<file path="config.mk">
export PLATFORM = sky130hd
export DESIGN_NAME = adc_io_phy
export DESIGN_NICKNAME = d
export VERILOG_FILES = /design/src/common/adc_phy_pkg.sv /design/src/calib/calib_controller.sv /design/src/calib/line_select.sv /design/src/deser/lane_deserializer.sv /design/src/hdl/adc_io_phy.sv /design/src/hdl/mode_switch.sv
export SDC_FILE = /design/constraint.sdc
export NUM_CORES = 1
export LEC_CHECK = 0
export ABC_AREA = 1
export ABC_CLOCK_PERIOD_IN_PS = 6900
export BUFFER_PORTS_ARGS = -buffer_cell sky130_fd_sc_hd__buf_2
export CAP_MARGIN = 20
export CORE_UTILIZATION = 39
export CTS_BUF_LIST = sky130_fd_sc_hd__clkbuf_8 sky130_fd_sc_hd__clkbuf_16
export DETAILED_ROUTE_END_ITERATION = 6
export PLACE_DENSITY = 0.59
export SYNTH_ARGS = -nofsm -noshare
export SYNTH_HDL_FRONTEND = slang
export SYNTH_SLANG_ARGS = --single-unit
</file>
<file path="constraint.sdc">
create_clock -name sys_clk_i -period 6.9 [get_ports sys_clk_i]
set_input_delay 0.69 -clock sys_clk_i [delete_from_list [all_inputs] [get_ports sys_clk_i]]
set_output_delay 0.69 -clock sys_clk_i [all_outputs]
set_load 0.01 [all_outputs]
</file>
<file path="src/common/adc_phy_pkg.sv">
`default_nettype none

////////////////////////////////
// adc front end shared types
////////////////////////////////

package adc_phy_pkg;

	// bits per deserialized lane word
	localparam int ISERDES_BITS = 8;

	// line index width, up to 16 lanes per channel
	localparam int LINE_W = 4;

	// one deserialized word of a lane
	typedef logic [ISERDES_BITS-1:0] lane_word_t;

	// training word, all 8 rotations distinct
	localparam lane_word_t TRAIN_PATTERN = 8'h2C;

	// line pointer plus per channel slip pulses
	typedef struct packed {
		logic [LINE_W-1:0] line;
		logic              slip_i;
		logic              slip_q;
	} calib_cmd_t;

	// selected word pair from the line mux
	typedef struct packed {
		lane_word_t word_i;
		lane_word_t word_q;
		logic       valid;
	} sel_word_t;

endpackage

`default_nettype wire

</file>
<file path="src/calib/calib_controller.sv">
`timescale 1ns/10ps
`default_nettype none

module calib_controller #(
	parameter int LANES       = 12,
	parameter int MATCH_COUNT = 4,
	parameter int SLIP_SETTLE = 2
) (
	input  wire                           sys_clk_i,
	input  wire                           rst_i,
	// synchronized control pin, restarts calibration
	input  wire                           hold_i,
	input  wire adc_phy_pkg::sel_word_t   sel_i,
	output adc_phy_pkg::calib_cmd_t       cmd_o,
	output logic                          calib_complete_o,
	output logic                          calib_error_o
);

	localparam int LINE_W   = adc_phy_pkg::LINE_W;
	localparam int MATCH_W  = $clog2(MATCH_COUNT + 1);
	localparam int SETTLE_W = $clog2(SLIP_SETTLE + 1);
	localparam int SLIP_W   = $clog2(adc_phy_pkg::ISERDES_BITS + 1);

	typedef enum logic [1:0] {
		ST_CHECK,
		ST_SETTLE,
		ST_STOP
	} state_t;

	state_t                  state;
	logic [LINE_W-1:0]       line_idx;
	// 0 while on I lines, 1 on Q lines
	logic                    on_q;
	logic [MATCH_W-1:0]      match_cnt;
	logic [SETTLE_W-1:0]     settle_cnt;
	logic [SLIP_W-1:0]       slip_cnt;
	logic                    slip_i_q;
	logic                    slip_q_q;
	adc_phy_pkg::lane_word_t cur_word;
	logic                    word_ok;
	logic                    last_line;

	assign cur_word  = on_q ? sel_i.word_q : sel_i.word_i;
	assign word_ok   = (cur_word == adc_phy_pkg::TRAIN_PATTERN);
	assign last_line = (line_idx == LINE_W'(LANES - 1));

	assign cmd_o = '{line: line_idx, slip_i: slip_i_q, slip_q: slip_q_q};

	//////////////////////////////
	// calibration fsm
	//////////////////////////////
	always_ff @(posedge sys_clk_i) begin
		if (rst_i || hold_i) begin
			state            <= ST_CHECK;
			line_idx         <= '0;
			on_q             <= 1'b0;
			match_cnt        <= '0;
			settle_cnt       <= '0;
			slip_cnt         <= '0;
			slip_i_q         <= 1'b0;
			slip_q_q         <= 1'b0;
			calib_complete_o <= 1'b0;
			calib_error_o    <= 1'b0;
		end else begin
			// slips are single cycle pulses
			slip_i_q <= 1'b0;
			slip_q_q <= 1'b0;
			case (state)
				ST_CHECK: begin
					if (sel_i.valid && word_ok) begin
						if (match_cnt == MATCH_W'(MATCH_COUNT - 1)) begin
							// line locked, move on
							match_cnt <= '0;
							slip_cnt  <= '0;
							if (last_line) begin
								line_idx <= '0;
								if (on_q) begin
									state            <= ST_STOP;
									calib_complete_o <= 1'b1;
								end else begin
									on_q <= 1'b1;
								end
							end else begin
								line_idx <= line_idx + 1'b1;
							end
						end else begin
							match_cnt <= match_cnt + 1'b1;
						end
					end else if (sel_i.valid) begin
						if (slip_cnt == SLIP_W'(adc_phy_pkg::ISERDES_BITS)) begin
							// every rotation tried, line is dead
							state         <= ST_STOP;
							calib_error_o <= 1'b1;
						end else begin
							match_cnt <= '0;
							slip_cnt  <= slip_cnt + 1'b1;
							slip_i_q  <= ~on_q;
							slip_q_q  <= on_q;
							state     <= ST_SETTLE;
						end
					end
				end
				ST_SETTLE: begin
					// skip words that straddle the slip
					if (sel_i.valid) begin
						if (settle_cnt == SETTLE_W'(SLIP_SETTLE - 1)) begin
							settle_cnt <= '0;
							state      <= ST_CHECK;
						end else begin
							settle_cnt <= settle_cnt + 1'b1;
						end
					end
				end
				default: begin
					// stopped until reset or hold
				end
			endcase
		end
	end

	a_done_xor_err: assert property (@(posedge sys_clk_i) disable iff (rst_i)
		!(calib_complete_o && calib_error_o));

endmodule

`default_nettype wire

</file>
<file path="src/calib/line_select.sv">
`timescale 1ns/10ps
`default_nettype none

module line_select #(
	parameter int LANES = 12
) (
	input  wire                                       sys_clk_i,
	input  wire                                       rst_i,
	input  wire adc_phy_pkg::calib_cmd_t              cmd_i,
	input  wire adc_phy_pkg::lane_word_t [LANES-1:0]  words_i_i,
	input  wire adc_phy_pkg::lane_word_t [LANES-1:0]  words_q_i,
	input  wire                                       word_stb_i,
	output adc_phy_pkg::sel_word_t                    sel_o,
	output logic [LANES-1:0]                          slip_mask_i_o,
	output logic [LANES-1:0]                          slip_mask_q_o,
	output adc_phy_pkg::lane_word_t [LANES-1:0]       words_i_o,
	output adc_phy_pkg::lane_word_t [LANES-1:0]       words_q_o,
	output logic                                      valid_o
);

	adc_phy_pkg::lane_word_t sel_i_q;
	adc_phy_pkg::lane_word_t sel_q_q;

	// one hot slip at the selected line
	assign slip_mask_i_o = cmd_i.slip_i ? (LANES'(1) << cmd_i.line) : '0;
	assign slip_mask_q_o = cmd_i.slip_q ? (LANES'(1) << cmd_i.line) : '0;

	// payload follows the strobe
	always_ff @(posedge sys_clk_i) begin
		if (word_stb_i) begin
			sel_i_q   <= words_i_i[cmd_i.line];
			sel_q_q   <= words_q_i[cmd_i.line];
			words_i_o <= words_i_i;
			words_q_o <= words_q_i;
		end
	end

	always_ff @(posedge sys_clk_i) begin
		if (rst_i) begin
			valid_o <= 1'b0;
		end else begin
			valid_o <= word_stb_i;
		end
	end

	assign sel_o = '{word_i: sel_i_q, word_q: sel_q_q, valid: valid_o};

	a_slip_in_range: assert property (@(posedge sys_clk_i) disable iff (rst_i)
		(cmd_i.slip_i || cmd_i.slip_q) |-> (int'(cmd_i.line) < LANES));

endmodule

`default_nettype wire

</file>
<file path="src/deser/lane_deserializer.sv">
`timescale 1ns/10ps
`default_nettype none

module lane_deserializer #(
	parameter int LANES = 12
) (
	input  wire                                 sys_clk_i,
	input  wire                                 rst_i,
	input  wire  [LANES-1:0]                    serial_i,
	input  wire  [LANES-1:0]                    slip_mask_i,
	output adc_phy_pkg::lane_word_t [LANES-1:0] words_o,
	output logic                                word_stb_o
);

	localparam int BITS = adc_phy_pkg::ISERDES_BITS;
	localparam int CNT_W = $clog2(BITS);
	localparam logic [CNT_W-1:0] CNT_LAST = CNT_W'(BITS - 1);

	adc_phy_pkg::lane_word_t [LANES-1:0] shift_q;
	logic [LANES-1:0][CNT_W-1:0]         bit_cnt;
	// last bit of a word arrives this cycle
	logic [LANES-1:0]                    wrap;

	always_comb begin
		for (int l = 0; l < LANES; l++) begin
			// held lane takes no bit, so no wrap
			wrap[l] = (bit_cnt[l] == CNT_LAST) && !slip_mask_i[l];
		end
	end

	//////////////////////////////
	// per lane bit counters
	//////////////////////////////
	always_ff @(posedge sys_clk_i) begin
		if (rst_i) begin
			bit_cnt <= '0;
		end else begin
			for (int l = 0; l < LANES; l++) begin
				if (wrap[l]) begin
					bit_cnt[l] <= '0;
				end else if (!slip_mask_i[l]) begin
					bit_cnt[l] <= bit_cnt[l] + 1'b1;
				end
			end
		end
	end

	//////////////////////////////
	// shift and word latch
	//////////////////////////////
	always_ff @(posedge sys_clk_i) begin
		for (int l = 0; l < LANES; l++) begin
			// slip drops one bit, boundary moves one bit later
			if (!slip_mask_i[l]) begin
				shift_q[l] <= {shift_q[l][BITS-2:0], serial_i[l]};
			end
			// msb first, newest bit lands at lsb
			if (wrap[l]) begin
				words_o[l] <= {shift_q[l][BITS-2:0], serial_i[l]};
			end
		end
	end

	// strobe tracks lane 0 word boundary
	always_ff @(posedge sys_clk_i) begin
		if (rst_i) begin
			word_stb_o <= 1'b0;
		end else begin
			word_stb_o <= wrap[0];
		end
	end

	// only one line is slipped at a time
	a_slip_onehot: assert property (@(posedge sys_clk_i) disable iff (rst_i)
		$onehot0(slip_mask_i));

	// words are at least BITS cycles apart
	a_stb_spacing: assert property (@(posedge sys_clk_i) disable iff (rst_i)
		word_stb_o |=> !word_stb_o);

endmodule

`default_nettype wire

</file>
<file path="src/hdl/adc_io_phy.sv">
`timescale 1ns/10ps
`default_nettype none

module adc_io_phy #(
	parameter int LANES       = 12,
	parameter int MATCH_COUNT = 4,
	parameter int SLIP_SETTLE = 2
) (
	input  wire                                       sys_clk_i,
	input  wire                                       rst_i,
	// serial lanes, one bit per clock, msb first
	input  wire  [LANES-1:0]                          data_i_i,
	input  wire  [LANES-1:0]                          data_q_i,
	// debug control
	input  wire                                       dbg_control_pin_i,
	input  wire                                       dbg_bitslip_i_i,
	input  wire                                       dbg_bitslip_q_i,
	input  wire  [adc_phy_pkg::LINE_W-1:0]            dbg_mux_lines_i,
	// parallel words out
	output adc_phy_pkg::lane_word_t [LANES-1:0]       data_o_i,
	output adc_phy_pkg::lane_word_t [LANES-1:0]       data_o_q,
	output logic                                      data_valid_o,
	output logic                                      adc_calib_complete_o,
	output logic                                      calib_error_o
);

	//////////////////////////////
	// wires
	//////////////////////////////
	adc_phy_pkg::lane_word_t [LANES-1:0] words_i;
	adc_phy_pkg::lane_word_t [LANES-1:0] words_q;
	// lane 0 of I sets the word timing
	logic                                i_word_stb;
	logic [LANES-1:0]                    slip_i_mask;
	logic [LANES-1:0]                    slip_q_mask;
	adc_phy_pkg::sel_word_t              sel_word;
	adc_phy_pkg::calib_cmd_t             auto_cmd;
	adc_phy_pkg::calib_cmd_t             calib_cmd;
	logic                                calib_hold;

	//////////////////////////////
	// deserializers
	//////////////////////////////
	lane_deserializer #(
		.LANES       (LANES)
	) i_deser_i (
		.sys_clk_i   (sys_clk_i),
		.rst_i       (rst_i),
		.serial_i    (data_i_i),
		.slip_mask_i (slip_i_mask),
		.words_o     (words_i),
		.word_stb_o  (i_word_stb)
	);

	// q strobe not needed, both channels share boundaries until slipped
	lane_deserializer #(
		.LANES       (LANES)
	) i_deser_q (
		.sys_clk_i   (sys_clk_i),
		.rst_i       (rst_i),
		.serial_i    (data_q_i),
		.slip_mask_i (slip_q_mask),
		.words_o     (words_q),
		.word_stb_o  ()
	);

	//////////////////////////////
	// line mux and slip routing
	//////////////////////////////
	line_select #(
		.LANES         (LANES)
	) i_line_select (
		.sys_clk_i     (sys_clk_i),
		.rst_i         (rst_i),
		.cmd_i         (calib_cmd),
		.words_i_i     (words_i),
		.words_q_i     (words_q),
		.word_stb_i    (i_word_stb),
		.sel_o         (sel_word),
		.slip_mask_i_o (slip_i_mask),
		.slip_mask_q_o (slip_q_mask),
		.words_i_o     (data_o_i),
		.words_q_o     (data_o_q),
		.valid_o       (data_valid_o)
	);

	//////////////////////////////
	// auto calibration
	//////////////////////////////
	calib_controller #(
		.LANES            (LANES),
		.MATCH_COUNT      (MATCH_COUNT),
		.SLIP_SETTLE      (SLIP_SETTLE)
	) i_calib_controller (
		.sys_clk_i        (sys_clk_i),
		.rst_i            (rst_i),
		.hold_i           (calib_hold),
		.sel_i            (sel_word),
		.cmd_o            (auto_cmd),
		.calib_complete_o (adc_calib_complete_o),
		.calib_error_o    (calib_error_o)
	);

	//////////////////////////////
	// manual or auto command
	//////////////////////////////
	mode_switch i_mode_switch (
		.sys_clk_i     (sys_clk_i),
		.rst_i         (rst_i),
		.control_pin_i (dbg_control_pin_i),
		.bitslip_i_i   (dbg_bitslip_i_i),
		.bitslip_q_i   (dbg_bitslip_q_i),
		.mux_lines_i   (dbg_mux_lines_i),
		.auto_cmd_i    (auto_cmd),
		.cmd_o         (calib_cmd),
		.hold_o        (calib_hold)
	);

endmodule

`default_nettype wire

</file>
<file path="src/hdl/mode_switch.sv">
`timescale 1ns/10ps
`default_nettype none

module mode_switch (
	input  wire                              sys_clk_i,
	input  wire                              rst_i,
	input  wire                              control_pin_i,
	input  wire                              bitslip_i_i,
	input  wire                              bitslip_q_i,
	input  wire [adc_phy_pkg::LINE_W-1:0]    mux_lines_i,
	input  wire adc_phy_pkg::calib_cmd_t     auto_cmd_i,
	output adc_phy_pkg::calib_cmd_t          cmd_o,
	output logic                             hold_o
);

	logic                    pin_meta;
	logic                    pin_sync;
	logic                    bitslip_i_d;
	logic                    bitslip_q_d;
	logic                    slip_i_pulse;
	logic                    slip_q_pulse;
	adc_phy_pkg::calib_cmd_t man_cmd;

	//////////////////////////////
	// control pin sync
	//////////////////////////////
	always_ff @(posedge sys_clk_i) begin
		if (rst_i) begin
			pin_meta <= 1'b0;
			pin_sync <= 1'b0;
		end else begin
			pin_meta <= control_pin_i;
			pin_sync <= pin_meta;
		end
	end

	// manual bitslip rising edges, one cycle pulses
	always_ff @(posedge sys_clk_i) begin
		if (rst_i) begin
			bitslip_i_d  <= 1'b0;
			bitslip_q_d  <= 1'b0;
			slip_i_pulse <= 1'b0;
			slip_q_pulse <= 1'b0;
		end else begin
			bitslip_i_d  <= bitslip_i_i;
			bitslip_q_d  <= bitslip_q_i;
			slip_i_pulse <= bitslip_i_i & ~bitslip_i_d;
			slip_q_pulse <= bitslip_q_i & ~bitslip_q_d;
		end
	end

	assign man_cmd = '{line: mux_lines_i, slip_i: slip_i_pulse, slip_q: slip_q_pulse};

	// pin high means debug owns the line mux
	assign cmd_o  = pin_sync ? man_cmd : auto_cmd_i;
	assign hold_o = pin_sync;

endmodule

`default_nettype wire

</file>
# --- Word-level counts from Yosys, hierarchy flattened ---
# Cells that the tools add are included.
classes:
  add_sub_neg: 28
  order_cmp: 1
  n_eq_ne: 38
  shift: 1
  n_mux: 27
  bitwise_logic: 8
  reduce_logical: 86
op_table:
  columns: ["operator", "n"]
  rows:
  - ["$add A3 B1 Y3 const B", 25]
  - ["$eq A3 B3 Y1 const B", 24]
  - ["$bmux W8 S4", 2]
  - ["$reduce_or A2 Y1", 24]
  - ["$logic_and A1 B1 Y1", 25]
  - ["$logic_not A1 Y1", 24]
  - ["$mux W12", 2]
  - ["$mux W8", 3]
  - ["$mux W4", 5]
  - ["$mux W2", 9]
  - ["$mux W3", 4]
  - ["$reduce_and A4 Y1", 3]
  - ["$shl A1 B4 Y12 const A", 1]
  - ["$ne A3 B2 Y1 const B", 3]
  - ["$add A4 B1 Y4 const B", 2]
  - ["$eq A4 B4 Y1 const B", 2]
  - ["$eq A8 B6 Y1 const B", 1]
  - ["$reduce_and A7 Y1", 1]
  - ["$mux W6", 1]
  - ["$not A1 Y1", 6]
  - ["$reduce_and A3 Y1", 2]
  - ["$lt A4 B5 Y1 const B", 1]
  - ["$reduce_and A5 Y1", 1]
  - ["$reduce_or A5 Y1", 1]
  - ["12 further kinds", 17]
totals:
  reg_bits: 668
  in_bits: 33
  out_inout_bits: 195
  wordCells: 305

# --- Longest topological paths before layout ---
# Gate-level depths: netlist of run 1.
depth:
  word_depth: 6
  depth_mapped: 11
  depth_no_buf: 11

# --- Cells and area by module ---
# A second synthesis of run 1 with hierarchy kept.
unflattened:
  hier_cells: 1978
  hier_area_um2: 24881.4
modules_own_cells:
  columns: ["module", "instances", "cells_each", "area_per_inst_um2", "seq_area_each_um2"]
  rows:
  - ["lane_deserializer", 2, 496, 7484.7, 6145.9]
  - ["line_select", 1, 784, 8553.2, 6266.0]
  - ["calib_controller", 1, 166, 1126.1, 400.4]
  - ["mode_switch", 1, 36, 232.7, 120.1]

# --- Least setup slack after synthesis of run 1 ---
# No wires, ideal clock.
synth_timing:
  path_kind: "flip-flop to flip-flop"
  from: "reg i_deser_i.word_stb_o"
  to: "reg i_line_select.sel_i_q[0], enable pin"
  setup_ns: 0.589
  t_arrival_ns: 4.847
  required_ns: 6.311
  setup_slack_ns: 1.464
  path_stages_with_launch: 1
  path_buffers: 0
  period_less_slack_ns: 5.436
  cell_sequence: "dfxtp_1"
synth_lines:
  columns: ["element", "line", "rtl"]
  rows:
  - ["start: declaration", "lane_deserializer.sv:12", "output logic word_stb_o"]
  - ["start signal: assignment", "lane_deserializer.sv:69", "word_stb_o <= wrap[0];"]
  - ["end signal: assignment", "line_select.sv:31", "sel_i_q <= words_i_i[cmd_i.line];"]
  - ["end: declaration", "line_select.sv:21", "adc_phy_pkg::lane_word_t sel_i_q;"]
# No word-level cell between the ends.

# --- Worst setup path in the final report of run 1 ---
layout_timing:
  from: "reg i_mode_switch.pin_sync, in the netlist i_mode_switch.hold_o"
  to: "reg i_deser_q.words_o[83] (netlist name), enable pin"
layout_via:
  elab_chain_cells: 5
layout_rtl:
  columns: ["element", "line", "rtl"]
  rows:
  - ["start: declaration", "mode_switch.sv:17", "logic pin_sync;"]
  - ["start signal: assignment", "mode_switch.sv:33", "pin_sync <= pin_meta;"]
  - ["$mux W6 (*)", "mode_switch.sv:55", "assign cmd_o = pin_sync ? man_cmd : auto_cmd_i;"]
  - ["$shl A1 B4 Y12", "line_select.sv:26", "assign slip_mask_q_o = cmd_i.slip_q ? (LANES'(1) << cmd_i.line) : '0;"]
  - ["$mux W12 (*)", "line_select.sv:26", null]
  - ["$logic_not A1 Y1 (*)", "lane_deserializer.sv:27", "wrap[l] = (bit_cnt[l] == CNT_LAST) && !slip_mask_i[l];"]
  - ["$logic_and A1 B1 Y1 (*)", "lane_deserializer.sv:27", null]
  - ["via i_deser_q.wrap[10]", "lane_deserializer.sv:22", "logic [LANES-1:0] wrap;"]
  - ["end signal: indexed assignment", "lane_deserializer.sv:59", "words_o[l] <= {shift_q[l][BITS-2:0], serial_i[l]};"]
  - ["end: declaration", "lane_deserializer.sv:11", "output adc_phy_pkg::lane_word_t [LANES-1:0] words_o,"]
# The timed path passes the listed nets; every way through them passes the cells marked *.
# A chain may end at the register's enable or synchronous reset.

==> metrics.md, run 1 <==
| Metric | Value |
|---|---|
| Buffer type at the clock tree root | `sky130_fd_sc_hd__clkbuf_16` |
| Clock-pin slew of the registers on the worst-case setup and hold paths | `about 60 ps` |
| Run status | `finished, violations left` |
| WL per Instance | `approximately 21 um` |
| H-Tree Depth | `3` |
| Synthesized net count | `about 1500` |
| Share of post-route cells with drive strength above 1 | `between 20 and 25%` |
| Combinational cell fraction of total power | `under 10%` |
| Number of placement rows | `89` |
| Detailed Route WL | `roughly 54000 um` |
| GR Util All Layers | `17.5%` |
| Violations in the final reports | `design-rule violations` |
| Setup slack of the worst register-to-register path | `3920 ps` |
| Worst-Skew Late Latency | `590 ps` |
| Fin. Hold Viols | `0` |
| Clock Power Share | `between 40% and 50%` |
| Switch share | `between 10% and 20%` |
| Final core utilization | `46.9%` |
| Final weighted congestion of routability-driven global placement | `just over 0.8` |
| CTS Hold Buffers Added | `0` |
| Post-route minimum period | `slightly below 3000 ps` |
| Total power draw | `roughly 8.4 mW` |
| Hold crit path type | `in2reg` |
| Maximum number of pins on one net before global-route repair | `70` |
| Antenna diode count | `0` |
| Timing-limited maximum frequency | `between 300 and 400 MHz` |
| Antenna violations before repair | `0` |
| Switching component of the power | `~1.7 mW` |
| Buffer levels on the longest clock path | `3` |
| Kind of critical path | `reg2reg` |
| Ordered list of cells on the worst path | `o21ai_2, nor2_4, buf_4, inv_2, nor2_4, nand2_2, nand2_1, inv_1` |
| Number of setup buffers added after CTS | `0` |
| Fin Setup TNS | `0 ps` |
| CP Data Required Time | `between 7000 and 8000 ps` |
| Worst setup SP type | `flop` |
| Number of input and output port buffers inserted | `around 230` |
| Maximum ir drop on the vdd rail | `roughly 160 uV` |
| Number of DRC markers after the initial detailed-route iteration | `1105` |
| Slew Limit Headroom | `35.3%` |
| Clk_skew | `18.6 ps` |
| Reg power frac | `a little over half` |
| Share of the clock period used by the worst path after layout | `approximately 43%` |
| Horiz. Die Dim | `247 um` |
| Synthesized flop and latch total | `~670` |
| Number of optimization iterations in the first detailed-route pass | `7` |
| Global-route wire length before repair | `77800 um` |
| HPWL after DPL | `39000 um` |
| Placeable core region | `59200 um^2` |
| Worst slack on hold paths | `approximately 300 ps` |
| Layout area overhead | `18.2%` |
| Type of element capturing the critical path | `flop` |
| Avg Inst Size Synth | `~16 um^2` |
| Signal arrival time at the worst endpoint | `3280 ps` |
| Final max-slew violation count | `0` |
| Cell Int Power | `~6.7 mW` |
| Pleak | `10.6 nW` |
| Number of vias in the routed layout | `12700` |
| Critical path fanouts, max | `49` |
| Sequential fraction of the synthesis area | `81.1%` |
| Cells after synthesis | `roughly 1500` |
| Pwr Density | `between 300 and 400 nW/um^2` |
| Remaining DRCs | `3` |
| Number of buffers created by CTS | `between 60 and 70` |
| Height of the die | `~250 um` |
| Net count reported at finish | `approximately 1800` |
| Area enclosed by the die boundary | `about 61000 um^2` |
| Via count of the first global-routing pass | `around 12000` |
| Overflow left after global routing | `0` |
| Final setup margin | `around 3900 ps` |
| Critical path's most frequent cell | `sky130_fd_sc_hd__nor2_4` |
| DRT antenna net count | `0` |
| Count of warnings emitted by yosys | `0` |
| Area of the mapped netlist | `approximately 23000 um^2` |
| Number of sinks driven by the clock tree | `between 600 and 700` |
| Master of the slowest instance on the critical path | `sky130_fd_sc_hd__dfxtp_1` |
| Avg Vias per Cell | `4.98` |
| Number of failing setup endpoints in the final timing report | `0` |
| Distinct cells, synth | `34` |
| Slowest cell delay on critical path | `approximately 700 ps` |
| TritonCTS clock tree | `built` |
| Pre-CTS setup slack | `roughly 3900 ps` |
| Reported max-cap violation count | `0` |
| Effective utilization at floorplan | `between 30 and 40%` |
| # resized after CTS | `0` |
| RSZ-0062 raised after global routing | `false` |
| Measured slew at the worst slew-check pin | `around 970 ps` |
| Top-level I/O count | `228` |
==> area by class of cell <==
class	count	area (um^2)
inverters	88	330
multi-input cells	668	3950
clock buffers	81	1940
flip-flops and latches	668	19100
repair buffers	234	1190
clock inverters	43	327
well taps	773	967
fillers	5091	31500
==> metal layers <==
layer | track usage, % | vias to the layer above | part of all wire [%]
met2 | 28.4 | 404 | 48
li1 | - | 5881 | -
met5 | 0 | - | 0
met1 | 24.0 | 6371 | 44
met4 | 5.43 | 0 | 2.1
met3 | 3.32 | 76 | 5.8
==> placed cells by master, fill, tap and decap left out, drive strengths merged, types with 6 or more instances in the layout <==
cell / instances
a21oi: 62
a22oi: 96
buf: 234
clkbuf: 81
clkinv: 21
dfxtp: 100
edfxtp: 568
ha: 52
inv: 101
nand2: 260
nand3: 82
nand4: 6
nor2: 68
xnor2: 8
xor2: 20
==> metrics by stage <==
stage,instance area [um^2],std cells
2_1_floorplan,23500,1458
5_1_grt,27800,2555
6_report,27800,2555
3_3_place_gp,25500,2431
4_1_cts,27800,2555
3_5_place_dp,25500,2431
==> power by group through the flow <==
stage          registers (mW)  logic (mW)  clock network [mW]
3_5_place_dp             4.60       0.194                   0
6_report                 4.52       0.193                3.67
5_1_grt                  4.53       0.221                3.89
3_3_place_gp             4.60       0.182                   0
2_1_floorplan            4.58       0.132                   0
4_1_cts                  4.52       0.195                3.74
==> worst max-delay path, delay by kind of cell (launching register included) <==
family                 cells  cell delay, ps
buffers and inverters      3             920
and+or+nand+nor            4             750
DFF                        1             700
AOI/OAI and AO/OA          1             280
==> cells by family (layout without fill, tap and decap cells) <==
family	count (synthesis)	count (layout)	share of synthesized area (%)
flip-flops	668	668	81.1
AND/OR/NAND/NOR	420	420	8.07
AO/OA/AOI/OAI	166	166	4.70
buffers and inverters	122	446	2.15
adder cells (fa/ha/maj)	52	52	2.77
XOR/XNOR	28	28	1.04
multiplexers	2	2	0.128
==> state kept, by name, summed over array words and instances (netlist names), 2 cells and up <==
register                       cells
i_line_select.words_q_o           96
i_line_select.words_i_o           96
i_calib_controller.state           2
i_deser_q.shift_q                 84
i_deser_i.shift_q                 84
i_deser_i.bit_cnt                 36
i_calib_controller.settle_cnt      2
i_calib_controller.line_idx        4
i_calib_controller.match_cnt       3
i_calib_controller.slip_cnt        4
i_deser_q.words_o                 96
i_line_select.sel_q_q              8
i_line_select.sel_i_q              8
i_deser_q.bit_cnt                 36
i_deser_i.words_o                 96
==> Yosys cell counts (all sizes together) <==
| cell | n | area, um^2 |
|---|---|---|
| a21oi | 62 | 314 |
| xnor2 | 8 | 70.1 |
| nor3 | 3 | 15.0 |
| inv | 87 | 327 |
| clkbuf | 8 | 30.0 |
| o31ai | 1 | 7.51 |
| nand2 | 260 | 1070 |
| xor2 | 20 | 175 |
| nor2 | 68 | 348 |
| dfxtp | 100 | 2000 |
| mux2 | 2 | 30.0 |
| nand4 | 6 | 37.5 |
| or2 | 1 | 6.26 |
| clkinv | 1 | 3.75 |
| buf | 26 | 145 |
| edfxtp | 568 | 17100 |
| o21ai | 5 | 47.6 |
| ha | 52 | 651 |
| a21boi | 1 | 7.51 |
| nand3 | 82 | 415 |
| o21a | 1 | 7.51 |
| a22oi | 96 | 721 |
==> worst paths after layout <==
path                                                start                    endpoint  cells past startpoint
worst max-delay path                 i_mode_switch.hold_o       i_deser_q.words_o[83]                      8
worst min-delay path                         data_i_i[11]       i_deser_i.words_o[88]                      1
worst max register to register       i_mode_switch.hold_o       i_deser_q.words_o[83]                      8
worst min register to register  i_mode_switch.bitslip_i_d  i_mode_switch.slip_i_pulse                      1
No activity file was read; power rests on OpenSTA's default activity.
==> run 2, diff against run 1 <==
ABC_CLOCK_PERIOD_IN_PS = 2600   (was 6900)
PLACE_DENSITY = 0.62   (was 0.59)
clock period = 2.6 ns   (was 6.9 ns; I/O delays follow)
==> run 2 against run 1 <==
The flow still finishes with violations (design-rule violations). Critical path depth rose by 1. Clock power rose to 2.7 times the previous value. Flip-flop and latch count did not move. Register-to-register slack got worse by 3800 ps. Core utilization rose by 1.1 points. Global-route usage rose by 0.16 points. Critical path type unchanged. Largest cell class unchanged.
==> metrics.md, run 2 (synthesis gave the netlist of run 1 again) <==
| Metric | Value |
|---|---|
| Measured slew at the worst slew-check pin | `904 ps (-65.2 ps)` |
| Clk_skew | `21.2 ps (+2.65 ps)` |
| CP Data Required Time | `2940 ps (-4260 ps)` |
| Pre-CTS setup slack | `-119 ps (-3990 ps)` |
| Cell class contributing the biggest share of worst-path delay | `simple AND/OR/NAND/NOR gates` |
| WL per Instance | `20.8 um (-1.2%)` |
| Run status | `finished, violations left` |
| Effective utilization at floorplan | `39.7% (unchanged)` |
| Worst reg2reg path endpoint | `i_line_select.sel_i_q[1]` |
| Master of the slowest instance on the critical path | `sky130_fd_sc_hd__dfxtp_2` |
| Signal arrival time at the worst endpoint | `2820 ps (-460 ps)` |
| Final weighted congestion of routability-driven global placement | `0.837 (+2.6%)` |
| Met1 Usage GRT | `23.6% (-0.39 points)` |
| Share of the clock period used by the worst path after layout | `95.2% (+52 points)` |
| HPWL after DPL | `38400 um (-1.4%)` |
| Final max-slew violation count | `0 (unchanged)` |
| Fin. Hold Viols | `0 (unchanged)` |
| Grt met2 use | `28.4% (about the same)` |
| Remaining DRCs | `14 (+11)` |
| Overflow left after global routing | `0 (unchanged)` |
| Final setup margin | `124 ps (-3800 ps)` |
| Kind of critical path | `reg2reg` |
| Number of buffers created by CTS | `68 (-1.4%)` |
| Critical path's most frequent cell | `sky130_fd_sc_hd__nand2_1` |
| Net count reported at finish | `1878 (+3.5%)` |
| Setup slack of the worst register-to-register path | `120 ps (-3800 ps)` |
| Critical path fanouts, max | `48 (-2.0%)` |
| Number of buffers and inverters on the critical path | `2 (-1)` |
| Timing-limited maximum frequency | `404 MHz (+20%)` |
| TritonCTS clock tree | `built` |
| Leading cell types in the layout, fill and taps excluded | `sky130_fd_sc_hd__edfxtp_1 (568), sky130_fd_sc_hd__nand2_1 (229), sky130_fd_sc_hd__buf_2 (227), sky130_fd_sc_hd__dfxtp_1 (98), sky130_fd_sc_hd__a22oi_1 (96)` |
| Maximum ir drop on the vdd rail | `483 uV (+190%)` |
| Height of the die | `247 um (unchanged)` |
| Via count of the first global-routing pass | `12900 (+4.0%)` |
| Number of failing setup endpoints in the final timing report | `0 (unchanged)` |
| Number of vias in the routed layout | `13100 (+2.6%)` |
| Most frequent standard cell in the layout excluding fill and tap cells | `sky130_fd_sc_hd__edfxtp_1` |
| Path depth of the worst reg2reg path | `9 (+1)` |
| RSZ-0062 raised after global routing | `false` |
| Detailed Route WL | `54500 um (+1.4%)` |
| Final cell count without fillers | `2621 (+2.6%)` |
| Worst setup SP type | `flop` |
| Worst-Skew Late Latency | `610 ps (+20 ps)` |
| Slowest cell delay on critical path | `480 ps (-220 ps)` |
| Post-route minimum period | `2480 ps (-504 ps)` |
| Type of element capturing the critical path | `flop` |
| Share of post-route cells with drive strength above 1 | `23.4% (+1.0 points)` |
| Number of cells on the critical path | `9 (+1)` |
| Number of optimization iterations in the first detailed-route pass | `7 (unchanged)` |
| Ordered list of cells on the worst path | `nand2_1, o21ai_4, buf_4, nor2_4, buf_4, a22oi_1, nand2_1, nand2_1, nand3_1` |
| Reported max-cap violation count | `0 (unchanged)` |
| Horiz. Die Dim | `247 um (unchanged)` |
| Total placed cells including tap cells | `2464 (+1.4%)` |
| Top-level I/O count | `228 (unchanged)` |
| FF-to-FF Start | `i_mode_switch.hold_o` |
| Buffer levels on the longest clock path | `3 (unchanged)` |
| Hold crit path type | `in2reg` |
| Worst slack on hold paths | `368 ps (+76.6 ps)` |
| Number of input and output port buffers inserted | `227 (unchanged)` |
| DRT antenna net count | `0 (unchanged)` |
| Pleak | `10.8 nW (+2.6%)` |
| Buffer type at the clock tree root | `sky130_fd_sc_hd__clkbuf_16` |
| Critical path startpoint | `i_mode_switch.hold_o` |
| Clock-pin slew of the registers on the worst-case setup and hold paths | `70 ps (about the same)` |
| Capturing element of the worst setup path | `i_line_select.sel_i_q[1]` |
| Antenna violations before repair | `2 (+2)` |
| Antenna diode count | `0 (unchanged)` |
| Pwr Density | `791 nW/um^2 (+160%)` |
| GR Util All Layers | `17.7% (+0.16 points)` |
| Area enclosed by the die boundary | `61200 um^2 (unchanged)` |
| Slew Limit Headroom | `39.6% (+4.4 points)` |
| Number of placement rows | `89 (unchanged)` |
| Maximum number of pins on one net before global-route repair | `72 (+2.9%)` |
| Layout area overhead | `20.9%` |
| Violations in the final reports | `design-rule violations` |
| Number of DRC markers after the initial detailed-route iteration | `1161 (+5.1%)` |
| H-Tree Depth | `3 (unchanged)` |
| Number of sinks driven by the clock tree | `668 (unchanged)` |
| GRT busiest layer | `met2` |
| Global-route wire length before repair | `79100 um (+1.7%)` |
| Avg Vias per Cell | `4.99 (about the same)` |
| Placeable core region | `59200 um^2 (unchanged)` |
| Met3 global-route usage | `3.90% (+0.58 points)` |
run 2: cell count changes in the layout (fill, tap and decap cells not counted), sizes merged:
| cell | change |
|---|---|
| clkinv | +5 |
| buf | +33 |
| nor2 | +1 |
| dlygate4sd3 | +31 |
| clkbuf | -9 |
| inv | +2 |
| bufinv | +3 |
run 2: routing by layer:
metal | vias to the layer above | wire length [um]
met1 | 6524 | 23300
met5 | - | 15
li1 | 6020 | -
met2 | 447 | 26100
met3 | 76 | 3750
met4 | 2 | 1340
run 2: how the worst min path moves through the flow:
stage / to / cells past startpoint / slack [ps] / startpoint
finish: i_deser_q.shift_q[24] / 2 / 370 / data_q_i[3]
global route: i_deser_q.shift_q[24] / 2 / 370 / data_q_i[3]
global placement: i_mode_switch.slip_q_pulse / 1 / 380 / i_mode_switch.bitslip_q_d
detailed placement: i_mode_switch.slip_i_pulse / 1 / 380 / i_mode_switch.bitslip_i_d
CTS: i_deser_i.shift_q[88] / 2 / 340 / data_i_i[11]
floorplan: i_deser_i.shift_q[0] / 0 / 360 / data_i_i[0]
run 2: metrics by stage:
step                total power [mW]  area (um^2)  util (%)  TNS (ps)
floorplan                       12.5        23500         -         0
global placement                12.7        25800      43.5     -70.3
detailed placement              12.8        25800      43.5     -1310
CTS                             22.7        28400      47.9         0
global route                    23.2        28400      47.9         0
finish                          22.5        28400      47.9         0
run 2: where the power goes:
group | leakage, nW | internal [mW] | switching (mW)
Clock | 1.15 | 5.79 | 4.10
Combinational | 3.49 | 0.232 | 0.353
Sequential | 6.20 | 11.8 | 0.149
run 2: layout make-up:
type                       count  area [um^2]
timing repair buffer         298         1800
sequential                   668        19100
fill                        5056        30800
multi-input combinational    669         3960
inverter                      88          333
clock buffer                  72         1780
clock inverter                53          494
tap                          773          967
run 2: repair_timing:
action,CTS,global route
gates resized for setup,2,1
buffers inserted,0,0
hold buffers,31,0
pin swaps,1,0
endpoints found under the hold margin,56,0
endpoints found under the setup margin,65,1
gates cloned,1,0
run 2: worst register-to-register path, stage by stage, from the launching register on:
cell and delay, ps:
sky130_fd_sc_hd__dfxtp_2 480, sky130_fd_sc_hd__nand2_1 160, sky130_fd_sc_hd__o21ai_4 160, sky130_fd_sc_hd__buf_4 230, sky130_fd_sc_hd__nor2_4 40, sky130_fd_sc_hd__buf_4 320, sky130_fd_sc_hd__a22oi_1 400, sky130_fd_sc_hd__nand2_1 150
sky130_fd_sc_hd__nand2_1 180, sky130_fd_sc_hd__nand3_1 100
==> run 3, diff against run 2 <==
GPL_TIMING_DRIVEN = 0   (was not set)
==> run 3 against run 2 <==
The flow still finishes with violations (design-rule violations). Cell area fell by 0.19%. Clock-buffer cell count increased by 3. Combinational power increased by 2%. First-iteration DRC count rose by 0.43%. Clock skew is 9.5 ps higher. Cell count is 0.46% lower. Via count increased by 0.28%. Sequential power about the same. Worst setup slack better by 7.6 ps. Largest cell class unchanged.
==> metrics.md, run 3 (synthesis gave the netlist of run 1 again) <==
| Metric | Value |
|---|---|
| Number of input and output port buffers inserted | `226 (-0.44%)` |
| Number of buffers created by CTS | `68 (unchanged)` |
| FF-to-FF Start | `i_calib_controller.line_idx[0]` |
| TritonCTS clock tree | `built` |
| Detailed Route WL | `56500 um (+3.5%)` |
| Height of the die | `247 um (unchanged)` |
| Run status | `finished, violations left` |
| GR Util All Layers | `18.3% (+0.63 points)` |
| Buffer levels on the longest clock path | `3 (unchanged)` |
| Worst setup SP type | `flop` |
| Final weighted congestion of routability-driven global placement | `0.917 (+9.5%)` |
| Number of vias in the routed layout | `13100 (+0.28%)` |
| Area enclosed by the die boundary | `61200 um^2 (unchanged)` |
| Clock-pin slew of the registers on the worst-case setup and hold paths | `60 ps (about the same)` |
| CP Data Required Time | `2960 ps (+20 ps)` |
| Worst slack on hold paths | `140 ps (-228 ps)` |
| Net count reported at finish | `1869 (-0.48%)` |
| Top routing layer used | `met5` |
| Detailed-route wire length on metal 1 | `24000 um (+2.9%)` |
| Critical path fanouts, max | `10 (-79%)` |
| Hold endpoint | `i_mode_switch.bitslip_i_d` |
| Number of failing setup endpoints in the final timing report | `0 (unchanged)` |
| Setup slack of the worst register-to-register path | `130 ps (about the same)` |
| WL per Instance | `21.6 um (+4.0%)` |
| Number of placement rows | `89 (unchanged)` |
| Worst reg2reg path endpoint | `i_line_select.sel_q_q[0]` |
| DRT antenna net count | `0 (unchanged)` |
| Via count of the first global-routing pass | `13300 (+3.3%)` |
| Hold Path Stages | `2 (unchanged)` |
| H-Tree Depth | `3 (unchanged)` |
| Antenna violations before repair | `2 (unchanged)` |
| Global-route wire length before repair | `81300 um (+2.8%)` |
| Most frequent standard cell in the layout excluding fill and tap cells | `sky130_fd_sc_hd__edfxtp_1` |
| Fin. Hold Viols | `0 (unchanged)` |
| Maximum number of pins on one net before global-route repair | `72 (unchanged)` |
| Share of post-route cells with drive strength above 1 | `22.9% (-0.50 points)` |
| Area of all placed cells without fillers | `28300 um^2 (-0.19%)` |
| Overflow left after global routing | `0 (unchanged)` |
| Number of DRC markers after the initial detailed-route iteration | `1166 (+0.43%)` |
| Hold wc startpoint | `rst_i` |
| Signal arrival time at the worst endpoint | `2830 ps (about the same)` |
| DR WL met2 | `27100 um (+3.7%)` |
| HPWL after DPL | `40200 um (+4.7%)` |
| Share of the clock period used by the worst path after layout | `95.0% (-0.29 points)` |
| Post-route minimum period | `2470 ps (-7.59 ps)` |
| Buffer type at the clock tree root | `sky130_fd_sc_hd__clkbuf_16` |
| Number of sinks driven by the clock tree | `668 (unchanged)` |
| Placeable core region | `59200 um^2 (unchanged)` |
| Layout area overhead | `20.7%` |
| Clk_skew | `30.7 ps (+9.47 ps)` |
| Hold crit path type | `in2reg` |
| Total power draw | `22.9 mW (+1.9%)` |
| Slew Limit Headroom | `38.7% (-0.96 points)` |
| Sum of met3 wire segment lengths after detailed routing | `3450 um (-8.2%)` |
| Timing-limited maximum frequency | `405 MHz (+0.31%)` |
| Final max-slew violation count | `0 (unchanged)` |
| Number of setup buffers added after CTS | `0 (unchanged)` |
| Number of optimization iterations in the first detailed-route pass | `7 (unchanged)` |
| Violations in the final reports | `design-rule violations` |
| Pleak | `10.8 nW (-0.23%)` |
| Leading cell types in the layout, fill and taps excluded | `sky130_fd_sc_hd__edfxtp_1 (568), sky130_fd_sc_hd__buf_2 (242), sky130_fd_sc_hd__nand2_1 (229), sky130_fd_sc_hd__dfxtp_1 (98), sky130_fd_sc_hd__inv_1 (92)` |
| Type of element capturing the critical path | `flop` |
| Placed instance area | `25700 um^2 (-0.46%)` |
| Horiz. Die Dim | `247 um (unchanged)` |
| Top-level I/O count | `228 (unchanged)` |
| Measured slew at the worst slew-check pin | `920 ps (+15.4 ps)` |
| Worst-Skew Late Latency | `610 ps (about the same)` |
| Remaining DRCs | `8 (-6)` |
| Antenna diode count | `0 (unchanged)` |
| Pwr Density | `807 nW/um^2 (+2.0%)` |
| Avg Vias per Cell | `5.02 (+0.74%)` |
| Kind of critical path | `reg2reg` |
| Path depth of the worst reg2reg path | `9 (unchanged)` |
| Effective utilization at floorplan | `39.7% (unchanged)` |
| Reported max-cap violation count | `0 (unchanged)` |
| Maximum ir drop on the vdd rail | `433 uV (-10%)` |
## run 3: timing repair
action                     4_1_cts  5_1_grt
hold endpoints to repair        53        0
hold buffers                    27        0
resized for setup                0       10
setup endpoints to repair        0       10
## run 3: area by class of cell
type	count	area [um^2]
well taps	773	967
flip-flops and latches	668	19100
clock buffers	75	1830
plain buffers	34	179
fillers	5101	30900
clock inverters	47	529
inverters	88	330
multi-input cells	668	3960
repair buffers	256	1480
## run 3: layer usage
metal | GRT usage, % | vias to the layer above
li1 | - | 5992
met1 | 24.6 | 6565
met2 | 29.4 | 449
met3 | 3.02 | 97
met4 | 8.16 | 2
met5 | 0 | -
## run 3: how the worst max path moves through the flow
| stage | from | endpoint | slack [ps] |
|---|---|---|---|
| after floorplan | i_deser_i.word_stb_o | i_line_select.sel_i_q[0] | 490 |
| after detailed placement | i_mode_switch.hold_o | i_line_select.sel_i_q[4] | 20 |
| after global placement | i_deser_i.word_stb_o | i_line_select.words_q_o[35] | -170 |
| after global routing | i_calib_controller.line_idx[0] | i_line_select.sel_i_q[6] | -10 |
| final | i_calib_controller.line_idx[0] | i_line_select.sel_q_q[0] | 130 |
| after CTS | i_mode_switch.hold_o | i_line_select.sel_i_q[4] | 0.3 |
## run 3: stage by stage
stage / util, % / TNS [ps] / std cells / setup slack (ps)
floorplan: - / 0 / 1458 / 494
global placement: 43.2 / -32060 / 2457 / -172
detailed placement: 43.3 / 0 / 2460 / 22.7
CTS: 47.8 / 0 / 2609 / 0.318
global route: 47.8 / -22.3 / 2609 / -13.0
finish: 47.8 / 0 / 2609 / 131
## run 3: critical path: stages, from the launching register on
cell                      delay (ps)
sky130_fd_sc_hd__dfxtp_1         380
sky130_fd_sc_hd__inv_1            90
sky130_fd_sc_hd__o21ai_2         320
sky130_fd_sc_hd__nor2_2          110
sky130_fd_sc_hd__buf_2           280
sky130_fd_sc_hd__buf_2           280
sky130_fd_sc_hd__a22oi_1         340
sky130_fd_sc_hd__nand2_1         210
sky130_fd_sc_hd__nand2_1         120
sky130_fd_sc_hd__nand3_1          80
## run 3: power breakdown
part           total, mW  internal [mW]  leakage [nW]  switching [mW]
sequential          12.0           11.8          6.20           0.147
clock               10.3           6.18          1.17            4.11
combinational      0.597          0.227          3.44           0.370
